### config.mk
export PLATFORM = sky130hd
export DESIGN_NAME = huffman_encoder
export DESIGN_NICKNAME = d
export VERILOG_FILES = /design/src/common/huffman_code_pkg.sv /design/src/common/jpeg_token_pkg.sv /design/src/huffman/huffman_encoder.sv /design/src/huffman/varlen_encode.sv
export SDC_FILE = /design/constraint.sdc
export NUM_CORES = 1
export LEC_CHECK = 0
export BUFFER_PORTS_ARGS = -buffer_cell sky130_fd_sc_hd__buf_4
export CORE_UTILIZATION = 56
export CTS_CLUSTER_DIAMETER = 50
export CTS_CLUSTER_SIZE = 16
export DETAILED_ROUTE_END_ITERATION = 10
export MAX_ROUTING_LAYER = met4
export PLACE_DENSITY = 0.87
export REMOVE_ABC_BUFFERS = 1
export SLEW_MARGIN = 20
export SYNTH_ARGS = -nofsm -noshare
export SYNTH_HDL_FRONTEND = slang
export SYNTH_SLANG_ARGS = --single-unit
### constraint.sdc
create_clock -name xclk -period 2.55 [get_ports xclk]
set_input_delay 0.51 -clock xclk [delete_from_list [all_inputs] [get_ports xclk]]
set_output_delay 0.51 -clock xclk [all_outputs]
set_load 0.05 [all_outputs]
### src/common/huffman_code_pkg.sv
// table geometry and code words; table codes are left aligned, bits below the length are ignored
package huffman_code_pkg;

    localparam int table_addr_bits = 9;                      // colour flag is the top bit
    localparam int table_depth     = 1 << table_addr_bits;
    localparam int code_bits       = 16;
    localparam int literal_bits    = 11;
    localparam int word_bits       = code_bits + literal_bits; // 27, msb aligned output
    localparam int active_window   = 10;                     // cycles a pop keeps the pipe busy

    localparam logic [7:0] code_eob      = 8'h00;
    localparam logic [7:0] code_zrl      = 8'hf0;
    localparam logic [3:0] dc_low_nibble = 4'hf;             // dc address is {category, f}

    typedef struct packed {
        logic [code_bits-1:0] code;        // left aligned
        logic [3:0]           code_len_m1; // length minus one
    } table_entry_t;

    typedef struct packed {
        logic [table_addr_bits-1:0] addr;
        table_entry_t               entry;
    } table_write_t;

    typedef struct packed {
        logic [word_bits-1:0] bits; // msb aligned code and literal
        logic [4:0]           len;  // total valid bits
    } code_word_t;

endpackage

### src/common/jpeg_token_pkg.sv
// token word layout; the top bit picks the view, no other field is checked for consistency
package jpeg_token_pkg;

    localparam int value_bits      = 12;                      // signed dc/ac value
    localparam int run_bits        = 6;                       // zero run field
    localparam int run_zrl_shift   = 4;                       // low run bits kept for next ac
    localparam int zrl_cnt_bits    = run_bits - run_zrl_shift; // f0 code counter
    localparam int fifo_depth      = 4;
    localparam int fifo_ptr_bits   = $clog2(fifo_depth);
    localparam int fifo_count_bits = fifo_ptr_bits + 1;

    // dc or ac coefficient
    typedef struct packed {
        logic                         is_coef; // 1 here
        logic                         is_dc;   // 0 for ac
        logic                         color;   // chroma, only read on dc
        logic                         last;    // dc: last block, ac: last word
        logic signed [value_bits-1:0] value;
    } coef_view_t;

    // zero run or end of block
    typedef struct packed {
        logic                is_coef;  // 0 here
        logic                spare_hi;
        logic                last;     // eob: last word of block
        logic                is_eob;   // 0 means zero run
        logic [5:0]          spare_lo;
        logic [run_bits-1:0] run;      // [5:4] f0 count, [3:0] run for next ac
    } ctrl_view_t;

    typedef union packed {
        coef_view_t coef_view;
        ctrl_view_t ctrl_view;
    } token_word_u;

endpackage

### src/huffman/huffman_encoder.sv
// run tokens must directly precede their ac token; six cycles from pop to code, each f0 adds a slot
`timescale 1ns/1ps

module huffman_encoder (
    input  logic                                         xclk,
    input  logic                                         rst,
    input  jpeg_token_pkg::token_word_u                  fifo_token,
    input  logic                                         fifo_nempty,
    output logic                                         fifo_re,
    output logic [huffman_code_pkg::table_addr_bits-1:0] table_rd_addr,
    output logic                                         table_re,
    output logic [huffman_code_pkg::literal_bits-1:0]    literal_late,
    output logic [3:0]                                   literal_len_late,
    output logic                                         flush
);

    logic take_dc, take_ac, take_eob, take_run;
    logic take_last_blk, take_last_word;
    logic run_hold;                                       // one idle cycle after a run
    logic [jpeg_token_pkg::zrl_cnt_bits-1:0] zrl_cnt;     // f0 codes still to send
    logic [3:0] run_nib;                                  // run for the next ac
    logic color_r;                                        // sticky, from last dc
    logic dc1, ac1, eob1, zrl1;
    logic [3:0] nib1;
    logic signed [jpeg_token_pkg::value_bits-1:0] sval;
    logic dc2, ac2, eob2, zrl2, color2;
    logic [3:0] nib2;
    logic [3:0] category;
    logic [huffman_code_pkg::literal_bits-1:0] literal;
    logic [7:0] addr_low;
    logic [huffman_code_pkg::literal_bits-1:0] lit3, lit4;
    logic [3:0] len3, len4;
    logic last_blk_r, ready_flush, active;
    logic [huffman_code_pkg::active_window-1:0] active_r;

    // decode through both union views
    assign take_dc  = fifo_re && fifo_token.coef_view.is_coef && fifo_token.coef_view.is_dc;
    assign take_ac  = fifo_re && fifo_token.coef_view.is_coef && !fifo_token.coef_view.is_dc;
    assign take_eob = fifo_re && !fifo_token.ctrl_view.is_coef && fifo_token.ctrl_view.is_eob;
    assign take_run = fifo_re && !fifo_token.ctrl_view.is_coef && !fifo_token.ctrl_view.is_eob;
    assign take_last_blk  = take_dc && fifo_token.coef_view.last;
    assign take_last_word = (take_ac && fifo_token.coef_view.last)
                            || (take_eob && fifo_token.ctrl_view.last);

    assign fifo_re = fifo_nempty && !run_hold && (zrl_cnt == '0);
    assign zrl1    = zrl_cnt != '0;                       // f0 slot this cycle
    assign active  = fifo_re || active_r[0];

    // stage 1, token taken
    always_ff @(posedge xclk) begin
        if (rst) begin
            run_hold <= 1'b0;
            zrl_cnt  <= '0;
            run_nib  <= '0;
            color_r  <= 1'b0;                             // luma after reset
            dc1      <= 1'b0;
            ac1      <= 1'b0;
            eob1     <= 1'b0;
        end else begin
            run_hold <= take_run;
            if (take_run)
                zrl_cnt <= fifo_token.ctrl_view.run[jpeg_token_pkg::run_bits-1:
                                                    jpeg_token_pkg::run_zrl_shift];
            else if (zrl1)
                zrl_cnt <= zrl_cnt - 1'b1;
            if (fifo_re)
                run_nib <= take_run ? fifo_token.ctrl_view.run[3:0] : 4'b0;
            if (take_dc) color_r <= fifo_token.coef_view.color;
            dc1  <= take_dc;
            ac1  <= take_ac;
            eob1 <= take_eob;
        end
    end

    always_ff @(posedge xclk) begin
        sval <= fifo_token.coef_view.value;               // garbage on ctrl, unused then
        nib1 <= run_nib;                                  // run seen before this ac
    end

    varlen_encode varlen_encode_i (
        .xclk     (xclk),
        .value    (sval),
        .category (category),                             // valid in stage 2
        .literal  (literal)
    );

    // stage 2, address forming
    always_ff @(posedge xclk) begin
        if (rst) begin
            dc2      <= 1'b0;
            ac2      <= 1'b0;
            eob2     <= 1'b0;
            zrl2     <= 1'b0;
            table_re <= 1'b0;
        end else begin
            dc2      <= dc1;
            ac2      <= ac1;
            eob2     <= eob1;
            zrl2     <= zrl1;
            table_re <= dc2 || ac2 || eob2 || zrl2;
        end
    end

    always_ff @(posedge xclk) begin
        color2 <= color_r;
        nib2   <= nib1;
    end

    always_comb begin
        if (eob2)      addr_low = huffman_code_pkg::code_eob;
        else if (zrl2) addr_low = huffman_code_pkg::code_zrl;
        else if (dc2)  addr_low = {category, huffman_code_pkg::dc_low_nibble};
        else           addr_low = {nib2, category};      // ac
    end

    // literal follows the table read, two more stages
    always_ff @(posedge xclk) begin
        table_rd_addr    <= {color2, addr_low};           // colour picks the table half
        lit3             <= literal;
        len3             <= (eob2 || zrl2) ? 4'b0 : category;
        lit4             <= lit3;
        len4             <= len3;
        literal_late     <= lit4;
        literal_len_late <= len4;
    end

    // end of frame
    always_ff @(posedge xclk) begin
        if (rst || flush)       last_blk_r <= 1'b0;
        else if (take_last_blk) last_blk_r <= 1'b1;

        if (rst || flush)                      ready_flush <= 1'b0;
        else if (last_blk_r && take_last_word) ready_flush <= 1'b1;

        if (rst)          active_r <= '0;
        else if (fifo_re) active_r <= '1;                 // restart the window
        else              active_r <= active_r >> 1;

        if (rst) flush <= 1'b0;
        else     flush <= ready_flush && !active && !flush; // single pulse
    end

    // stall logic keeps f0 slots apart from popped tokens
    a_one_kind: assert property (@(posedge xclk) disable iff (rst)
        $onehot0({dc1, ac1, eob1, zrl1}));

endmodule

### src/huffman/varlen_encode.sv
// one register stage; -2048 is outside the jpeg range and gives a wrong category
`timescale 1ns/1ps

module varlen_encode (
    input  logic                                      xclk,
    input  logic signed [jpeg_token_pkg::value_bits-1:0] value,
    output logic [3:0]                                category,
    output logic [huffman_code_pkg::literal_bits-1:0] literal
);

    logic [jpeg_token_pkg::value_bits-1:0] mag;   // absolute value
    logic [jpeg_token_pkg::value_bits-1:0] ones;  // one's complement for negatives
    logic [3:0]                            cat_c;

    always_comb begin
        mag   = value[jpeg_token_pkg::value_bits-1] ? -value : value;
        ones  = value[jpeg_token_pkg::value_bits-1] ? value - 1'b1 : value;
        cat_c = '0;
        for (int i = 0; i < jpeg_token_pkg::value_bits; i++) begin
            if (mag[i]) cat_c = 4'(i + 1); // highest set bit wins
        end
    end

    always_ff @(posedge xclk) begin
        category <= cat_c;
        // keep only the low category bits
        literal  <= ones[huffman_code_pkg::literal_bits-1:0]
                    & ~({huffman_code_pkg::literal_bits{1'b1}} << cat_c);
    end

endmodule

==> reports/results.txt, run 1 <==
The post-synthesis async set-or-reset flop share is 0%. The logs give 0 for the total count of hold-check failures in the final report and 0 for the count of yosys warnings during synthesis. The worst setup path is launched from a flip-flop. In the synthesized netlist, the number of instances is 351. The run gives 5.44 mW as the total chip power. The die extent in x is 84.1 µm. The count of state elements after synthesis came out at 119. The clock drives 119 sinks. Before antenna repair, the detailed router went through 7 iterations.

The logs give 6 for the DRC violation count after routing and 1.98 nW for the reported leakage power. By startpoint and endpoint, the worst setup path is classified as reg -> out. In the final design database the tool counted 426 nets. In this run, synthesis inferred 0 flip-flops with an integrated enable. Number of library cell types mapped by synthesis: 55. The power density over the cells was 1140 mW/mm².

The tools report the kind of end point of the critical path as an output port. The clock passes through at most 2 buffers. The area growth from synthesis to layout is 26.3%. The data arrival time of the critical path is 1.91 ns. The worst path needs 2.42 ns of the cycle, external delays included.

For the placed wire-length estimate, the log shows 4.34 mm. In this run the clock root is driven by a sky130_fd_sc_hd__clkbuf_8. 46 I/O pins were placed. After layout, the worst path uses 95.1% of the clock period. Clock transition at the registers of the reported paths: 0.05 ns. The number of antenna diodes in the final layout is 0.

For the number of antenna violations at the first check in global routing, the log shows 0. For this run, the leading register cell type out of synthesis is sky130_fd_sc_hd__dfxtp_1. The logs give 0.125 ns for the setup slack after layout and 2.04 ns for the data required time at the worst endpoint. Entering global routing, the biggest net connects 30 pins.

First-pass GRT wire length: 12.2 mm. Detailed routing inserted a total of 2713 vias. The later-pin clock latency in the skew report was 0.51 ns. Sequential cells were found to cover 63.1% of the synthesized design area. Setup total negative slack on the finished layout was measured at 0 ns. Setup repair after global routing left no endpoint under its margin. Counting the buffers created by CTS gives 17. Timing would allow up to 412 MHz. The signal on the critical path passes through inv_1, ha_1, nand2_1, or2_2, inv_1, buf_4. The tools report the placed instance count as 461.

The tools report the number of DRC violations after detailed-routing iteration 0 as 203. Routability-driven placement finished with a final weighted congestion of 0.884. sky130_fd_sc_hd__dfxtp_1 takes more of the synthesized area than any other cell.

The residual overflow from global routing came out at 0. The die covers 0.00707 mm². The starting density of the core came out at 58.8%. A synthesized cell averages 10.8 µm². Worst-case clock skew: 0.00713 ns.

The fraction of final layout cells with drive strength greater than 1 is 23.1%, and the mean number of vias per cell is 5.51. The post-placement worst setup slack was 0.185 ns. The tightest min-delay check is of the in -> reg type. Global routing used 23.8% of the available tracks. The tools report the count of filler cells inserted in the layout as 404. Among cell families on the critical path, the largest total delay comes from simple AND/OR/NAND/NOR gates.

The number of slew-limit violations in the final report came out at 0. The stage delay of the slowest cell on the critical path is 0.40 ns. Once detail routing completed, the nets flagged for antenna violations numbered 0. The measured slew at the worst slew-check pin is 0.558 ns, and the maximum level of the CTS H-tree is 4.

The most common cell after layout, fill and taps aside is sky130_fd_sc_hd__dfxtp_1. The placeable core region was 0.00642 mm²; the total wire length after detailed routing was 7.58 mm. In this design, the critical path's most frequently occurring cell is sky130_fd_sc_hd__inv_1.

The count of cells in the finished layout, fillers not included, comes to 492. The buffer and inverter count on the worst path works out to 3. The checks that failed: DRC. TritonCTS built the clock tree. The top cell type's share of synthesized area is 63.1%. Across the VDD grid, the largest voltage drop is 714 µV. Of all nets on the critical path, the largest fanout is 13. After synthesis the cells add up to 0.00377 mm². The via count of the first global-routing pass was 2598.

Setup violations remaining at the end of the flow were counted as 0. Die outline height: 84.1 µm. In the layout the commonest cells are 119 x sky130_fd_sc_hd__dfxtp_1, 56 x sky130_fd_sc_hd__nor2_1, 53 x sky130_fd_sc_hd__buf_4. Headroom to the max-slew limit came out at 62.7%. The average detailed-routed wire length per instance works out to 15.4 µm. Among all stages on the critical path, the largest delay is contributed by sky130_fd_sc_hd__or2_2. The run finished, with violations left. By area the synthesized netlist is led by sky130_fd_sc_hd__dfxtp_1 63%, sky130_fd_sc_hd__nor2_1 5.7%, sky130_fd_sc_hd__nor2b_1 1.8%. The count of input and output buffers came out at 45. Row generation in the floorplan step produced 29 rows.

Number of violations of the max-capacitance limit: 0.
-- metrics by stage --
stage                     hold WS (ns)  area (µm²)  util (%)
after detailed placement         0.312        4160      64.8
after global routing            0.0787        4770      74.2
final                           0.0990        4770      74.2
after global placement           0.310        4160      64.8
after floorplan                  0.310        3680         -
after CTS                       0.0817        4750      73.9
-- routing by layer --
layer / track usage [%] / share of wire, % / vias up
met5: - / 0 / -
met4: 12.5 / 2.7 / 0
met3: 8.21 / 6.0 / 18
li1: - / - / 1321
met1: 24.5 / 39 / 1262
met2: 40.2 / 52 / 112
-- repair_timing --
action,in CTS,in global routing
hold buffers,0,0
gates resized for setup,0,2
buffers inserted,0,2
setup endpoints to repair,0,11
-- cells by family after synthesis --
kind of cell | Yosys count | share of synthesized area [%]
simple gates | 127 | 18.0
flops | 119 | 63.1
compound gates | 61 | 11.3
buf+inv | 27 | 3.28
xor+xnor | 11 | 2.55
mux | 4 | 1.06
fa+ha+maj | 2 | 0.663
-- cell type report --
class	count	area, µm²	share of cell area [%]
clock buffer	21	459	9.63
clock inverter	8	124	2.60
inverter	9	37.5	0.787
multi-input combinational	205	1270	26.7
sequential	119	2380	50.0
tap	77	96.3	2.02
timing repair buffer	53	398	8.34
-- final timing paths --
path / endpoint / slack (ns) / cells past startpoint / start
max: fifo_re / 0.13 / 6 / zrl_cnt[0]
min: sval[9] / 0.1 / 1 / fifo_token[9]
max reg2reg: varlen_encode_i.literal[1] / 0.13 / 7 / sval[2]
min reg2reg: literal_len_late[0] / 0.32 / 0 / len4[0]
-- state kept, by name, summed over array words and instances (netlist names), 2 cells and up --
signal	cells
active_r	10
len3	4
len4	4
lit3	11
lit4	11
literal_late	11
literal_len_late	4
nib1	4
nib2	4
run_nib	4
sval	12
table_rd_addr	9
varlen_encode_i.category	4
varlen_encode_i.literal	11
zrl_cnt	2
-- cells in the mapped netlist, types with 2 or more instances --
cell type,count
sky130_fd_sc_hd__nand2_1,11
sky130_fd_sc_hd__or2_2,3
sky130_fd_sc_hd__o31ai_1,3
sky130_fd_sc_hd__nor4_2,2
sky130_fd_sc_hd__a21oi_1,12
sky130_fd_sc_hd__o21ai_0,4
sky130_fd_sc_hd__or4_1,2
sky130_fd_sc_hd__o21ai_1,2
sky130_fd_sc_hd__nand2b_1,4
sky130_fd_sc_hd__nor3_1,8
sky130_fd_sc_hd__a41o_1,2
sky130_fd_sc_hd__dfxtp_1,119
sky130_fd_sc_hd__nor2_1,57
sky130_fd_sc_hd__a311oi_1,5
sky130_fd_sc_hd__a211oi_1,4
sky130_fd_sc_hd__clkbuf_1,7
sky130_fd_sc_hd__ha_1,2
sky130_fd_sc_hd__xnor2_1,7
sky130_fd_sc_hd__nand3_1,4
sky130_fd_sc_hd__nor4b_1,3
sky130_fd_sc_hd__xor2_1,4
sky130_fd_sc_hd__or3_1,4
sky130_fd_sc_hd__o21a_1,6
sky130_fd_sc_hd__buf_4,2
sky130_fd_sc_hd__a22oi_1,5
sky130_fd_sc_hd__a31oi_1,3
sky130_fd_sc_hd__buf_2,5
sky130_fd_sc_hd__and2_1,4
sky130_fd_sc_hd__buf_1,2
sky130_fd_sc_hd__nor2b_1,11
sky130_fd_sc_hd__o22ai_1,2
sky130_fd_sc_hd__nand4_1,2
sky130_fd_sc_hd__o211ai_1,4
sky130_fd_sc_hd__inv_1,8
sky130_fd_sc_hd__nor4_1,3
sky130_fd_sc_hd__mux2i_1,4
sky130_fd_sc_hd__o2111ai_1,2
sky130_fd_sc_hd__and3_1,2
-- worst reg2reg max path, delay by kind of cell (launching register included) --
kind                   cells  cell delay [ns]
and+or+nand+nor            5             1.25
DFF                        1             0.46
AOI/OAI and AO/OA          1             0.37
buffers and inverters      1             0.22
-- power by group --
part	leakage, nW	internal, mW	total (mW)	switching, mW
sequential	0.990	2.12	2.22	0.107
combinational	0.710	0.295	0.899	0.604
clock	0.282	1.54	2.32	0.772
total	1.98	3.96	5.44	1.48
No activity file was read; power rests on OpenSTA's default activity.
==> inputs of run 2 (changes only) <==
--- a/config.mk
+++ b/config.mk
@@ -5,6 +5,7 @@
 export SDC_FILE = /design/constraint.sdc
 export NUM_CORES = 1
 export LEC_CHECK = 0
+export ABC_AREA = 1
 export BUFFER_PORTS_ARGS = -buffer_cell sky130_fd_sc_hd__buf_4
 export CORE_UTILIZATION = 56
 export CTS_CLUSTER_DIAMETER = 50
==> reports/results.txt, run 2 <==
The die outline height is 82.6 µm (-1.7%). The maximum buffer depth of the clock tree is 2 (unchanged). The tools report the data arrival time of the critical path as 1.80 ns (-0.11 ns). The data required time at the worst endpoint is 2.04 ns (about the same), and the number of buffers inserted during clock tree synthesis is 17 (unchanged).

The number of nets with antenna violations after detailed routing is 0 (unchanged), and the placeable core region is 0.00631 mm² (-1.7%). Top cell type's share of synthesized area: 65.4% (+2.3 points). The pin count of the biggest net entering global routing was 23 (-23%); the worst-case headroom to the max-slew limit was 74.3% (+12 points).

Among all flip-flop cells after synthesis, the most frequent one is sky130_fd_sc_hd__dfxtp_1. The count of input and output buffers came out at 45 (unchanged). Ranked by total cell area, the synthesized netlist is headed by sky130_fd_sc_hd__dfxtp_1 65%, sky130_fd_sc_hd__nand2_1 6.0%, sky130_fd_sc_hd__nor2_1 5.4%. The logs give 0.00683 mm² (-3.4%) for the total die area and 385 (+9.7%) for the number of instances in the synthesized netlist. The run gives 2523 (-2.9%) as the via count of the first global-routing pass. The count of instances resized after the clock tree is built was 0 (unchanged); the layout overhead on the synthesized area was 28.9%.

The count of filler cells inserted in the layout is 416 (+3.0%). The floorplan row count came out at 29 (unchanged). The tools report the first-pass GRT wire length as 11.5 mm (-5.6%). The number of I/O pins is 46 (unchanged), and the reg2reg setup slack is 0.36 ns (+0.23 ns). Leading cell type by number of instances after synthesis: sky130_fd_sc_hd__dfxtp_1.

The number of nets at the end of the flow is 466 (+9.4%), and the maximum achievable frequency is 432 MHz (+4.8%). For the maximum vdd drop, the log shows 1010 µV (+42%). The fraction of final layout cells with drive strength greater than 1 was 22.5% (-0.64 points). The shortest clock period the worst path allows after layout was 2.31 ns (-0.111 ns). Area occupied by multi-input gates: 0.00103 mm² (-19%). The count of yosys warnings during synthesis was 0 (unchanged). The number of detailed-routing iterations run before antenna repair was 5 (-2); the post-synthesis async set-or-reset flop share was 0% (unchanged). The fraction of the yosys area taken by sequential cells is 65.4% (+2.3 points).

The flow ran to the end, and the final reports show no timing, DRC or antenna violations. The worst setup path is captured at an output port. Clock network fraction of total power: 44.5% (+1.9 points). The stage delay of the slowest cell on the critical path came out at 0.32 ns (-0.08 ns). The run gives 2691 (-0.81%) as the overall via count from detail_route. The startpoint of the worst-slack reg-to-reg timing path was sval[0].

The cell repeated most along the worst path was sky130_fd_sc_hd__buf_4. For this design, the slowest cell found on the critical path is sky130_fd_sc_hd__dfxtp_1. The share of total power consumed by net switching is 28.2% (+0.92 points), and the number of slew-limit violations in the final report is 0 (unchanged). The number of DRC violations after detailed-routing iteration 0 was 176 (-13%). The tools report the smallest hold slack as 0.0984 ns (-0.000673 ns).

Total number of clock tree sinks: 119 (unchanged). Counting flops per register, the top entry is sval. Leaving out fill and tap cells, the most frequent cell in the layout is sky130_fd_sc_hd__dfxtp_1.

The die extent in x came out at 82.6 µm (-1.7%). Traced cell by cell, the critical path runs through inv_1, ha_1, nand2_1, nor2_1, buf_4, buf_4. TritonCTS built the clock tree. The portion of total power attributed to sequential cells came out at 39.8% (-1.1 points). The number of flip-flops in the largest register came out at 12 (unchanged). The number of antenna violations at the first check in global routing was 0 (unchanged); the clock transition at the registers of the reported paths was 0.06 ns (about the same). The measured slew at the worst slew-check pin came out at 0.385 ns (-0.173 ns). In the layout the commonest cells are 119 x sky130_fd_sc_hd__dfxtp_1, 58 x sky130_fd_sc_hd__nand2_1, 52 x sky130_fd_sc_hd__nor2_1.

The class of the most critical hold timing path was in -> reg. The capture point of the critical path was fifo_re. The switching power summed over all nets came out at 1.57 mW (+6.1%). The highest net fanout along the worst path is 13 (unchanged). The tools report the number of inserted diodes as 0 (unchanged).

The count of state elements after synthesis is 119 (unchanged), and the number of violations of the max-capacitance limit is 0 (unchanged). The count of flip-flops with a built-in enable after synthesis was 0 (unchanged). Launch point of the critical path: zrl_cnt[0]. The starting density of the core was 57.7% (-1.1 points); the cell-internal power was 4.01 mW (+1.3%).

Type of the setup path with the least slack: reg -> out. The reported leakage power was 2.20 nW (+11%); the later-pin clock latency in the skew report was 0.52 ns (about the same). The global-route usage over all layers was 24.5% (+0.69 points); the cell count of the worst reg-to-reg path was 13 (+6). The run gives 0 (-6) as the DRC violation count after routing.

The total count of hold-check failures in the final report is 0 (unchanged), and the buffers inserted during post-CTS setup optimization is 0 (unchanged). The tree is rooted in a sky130_fd_sc_hd__clkbuf_8. The worst setup path is launched from a flip-flop. The hold-fix buffer count after cts was 0 (unchanged). The netlist area before placement came out at 0.00364 mm² (-3.5%). The fraction of the cycle the final worst path needs was 90.7% (-4.3 points).

The mean number of vias per cell is 5.03 (-8.8%), and the mean cell area of the mapped netlist is 9.46 µm² (-12%). Setup repair after global routing left no endpoint under its margin. The power density over the cells was 1190 mW/mm² (+4.2%); the total setup violations reported at the end of the flow was 0 (unchanged). The tools report the residual overflow from global routing as 0 (unchanged). The logs give 0.872 (-1.3%) for the final weighted congestion of routability-driven global placement and 0 ns (unchanged) for the final-layout setup total negative slack. The endpoint identified for the worst register-to-register timing path is varlen_encode_i.literal[10]. For the total wire length after detailed routing, the log shows 7.49 mm (-1.2%). The worst-case clock skew is 0.00827 ns (+0.00114 ns), and the part of the power in combinational logic is 15.8% (-0.7 points).

The commonest cells after synthesis are 119 x sky130_fd_sc_hd__dfxtp_1, 58 x sky130_fd_sc_hd__nand2_1, 52 x sky130_fd_sc_hd__nor2_1. The register cell area after layout is 0.00238 mm² (unchanged). Of all cell types, the one taking the most synthesized area is sky130_fd_sc_hd__dfxtp_1. The maximum level of the CTS H-tree is 4 (unchanged), and the average detailed-routed wire length per instance is 14.0 µm (-9.1%).

The logs give 4.21 mm (-2.9%) for the placed wire-length estimate and 28 (-49%) for the number of library cell types mapped by synthesis.
[run 2: cell types whose count changed in the layout (fill, tap and decap cells not counted), sizes merged, moves of 6 or more]
cell and change:
xnor2 -6, inv +48, nor2b -11, o21a -6, nand2 +52, nor3 -9
buf -6, nand3 +18, o21ai +13
[run 2: worst max-delay path: cells and delay by family, from the launching register on]
family / cells / cell delay [ns]
adder cells (fa/ha/maj): 1 / 0.23
AND/OR/NAND/NOR: 2 / 0.23
flip-flops: 1 / 0.32
buffers and inverters: 3 / 0.50
[run 2: final cells by class]
cell class              instances  share of cell area [%]
repair buffers                 47                    7.52
clock inverters                14                    4.24
well taps                      77                    2.05
multi-input cells             205                    21.9
clock buffers                  18                    9.12
flip-flops and latches        119                    50.7
inverters                      55                    4.45
[run 2: how the worst min path moves through the flow]
stage                     depth (start not counted)  slack (ns)     startpoint              end
final                                             1         0.1  fifo_token[7]          sval[7]
after global routing                              1        0.07  fifo_token[7]          sval[7]
after detailed placement                          0        0.31        lit4[3]  literal_late[3]
after global placement                            0        0.31        lit4[7]  literal_late[7]
after CTS                                         1        0.08  fifo_token[8]          sval[8]
after floorplan                                   0        0.31        len3[0]          len4[0]
[run 2: power by group through the flow]
stage                     clock [mW]  combinational (mW)  sequential, mW
final                           2.48               0.879            2.22
after global routing            2.60               0.952            2.25
after CTS                       2.49               0.877            2.22
after detailed placement           0               0.855            2.25
after global placement             0               0.837            2.24
after floorplan                    0               0.312            2.53
[run 2: kinds of logic after synthesis]
logic type      Yosys count  share of synthesized area, %
buf+inv                  61                          6.39
fa+ha+maj                 2                         0.687
simple gates            154                          19.5
flops                   119                          65.4
compound gates           43                          6.56
xor+xnor                  6                          1.44
[run 2: through the flow]
| stage | worst slack (ns) | cells | instance area (µm²) | utilization, % | power (mW) |
|---|---|---|---|---|---|
| detailed placement | 0.542 | 503 | 4070 | 64.4 | 3.11 |
| floorplan | -0.143 | 379 | 3620 | - | 2.84 |
| global route | 0.150 | 535 | 4690 | 74.4 | 5.80 |
| CTS | 0.245 | 535 | 4690 | 74.4 | 5.59 |
| global placement | 0.636 | 503 | 4070 | 64.4 | 3.07 |
| finish | 0.236 | 535 | 4690 | 74.4 | 5.58 |
[run 2: per-layer routing]
| layer | global-route usage [%] | vias to the layer above | part of all wire (%) |
|---|---|---|---|
| met5 | - | - | 0 |
| met3 | 9.45 | 25 | 5.6 |
| met1 | 25.6 | 1228 | 40 |
| met4 | 11.6 | 0 | 2.9 |
| li1 | - | 1321 | - |
| met2 | 40.7 | 117 | 51 |
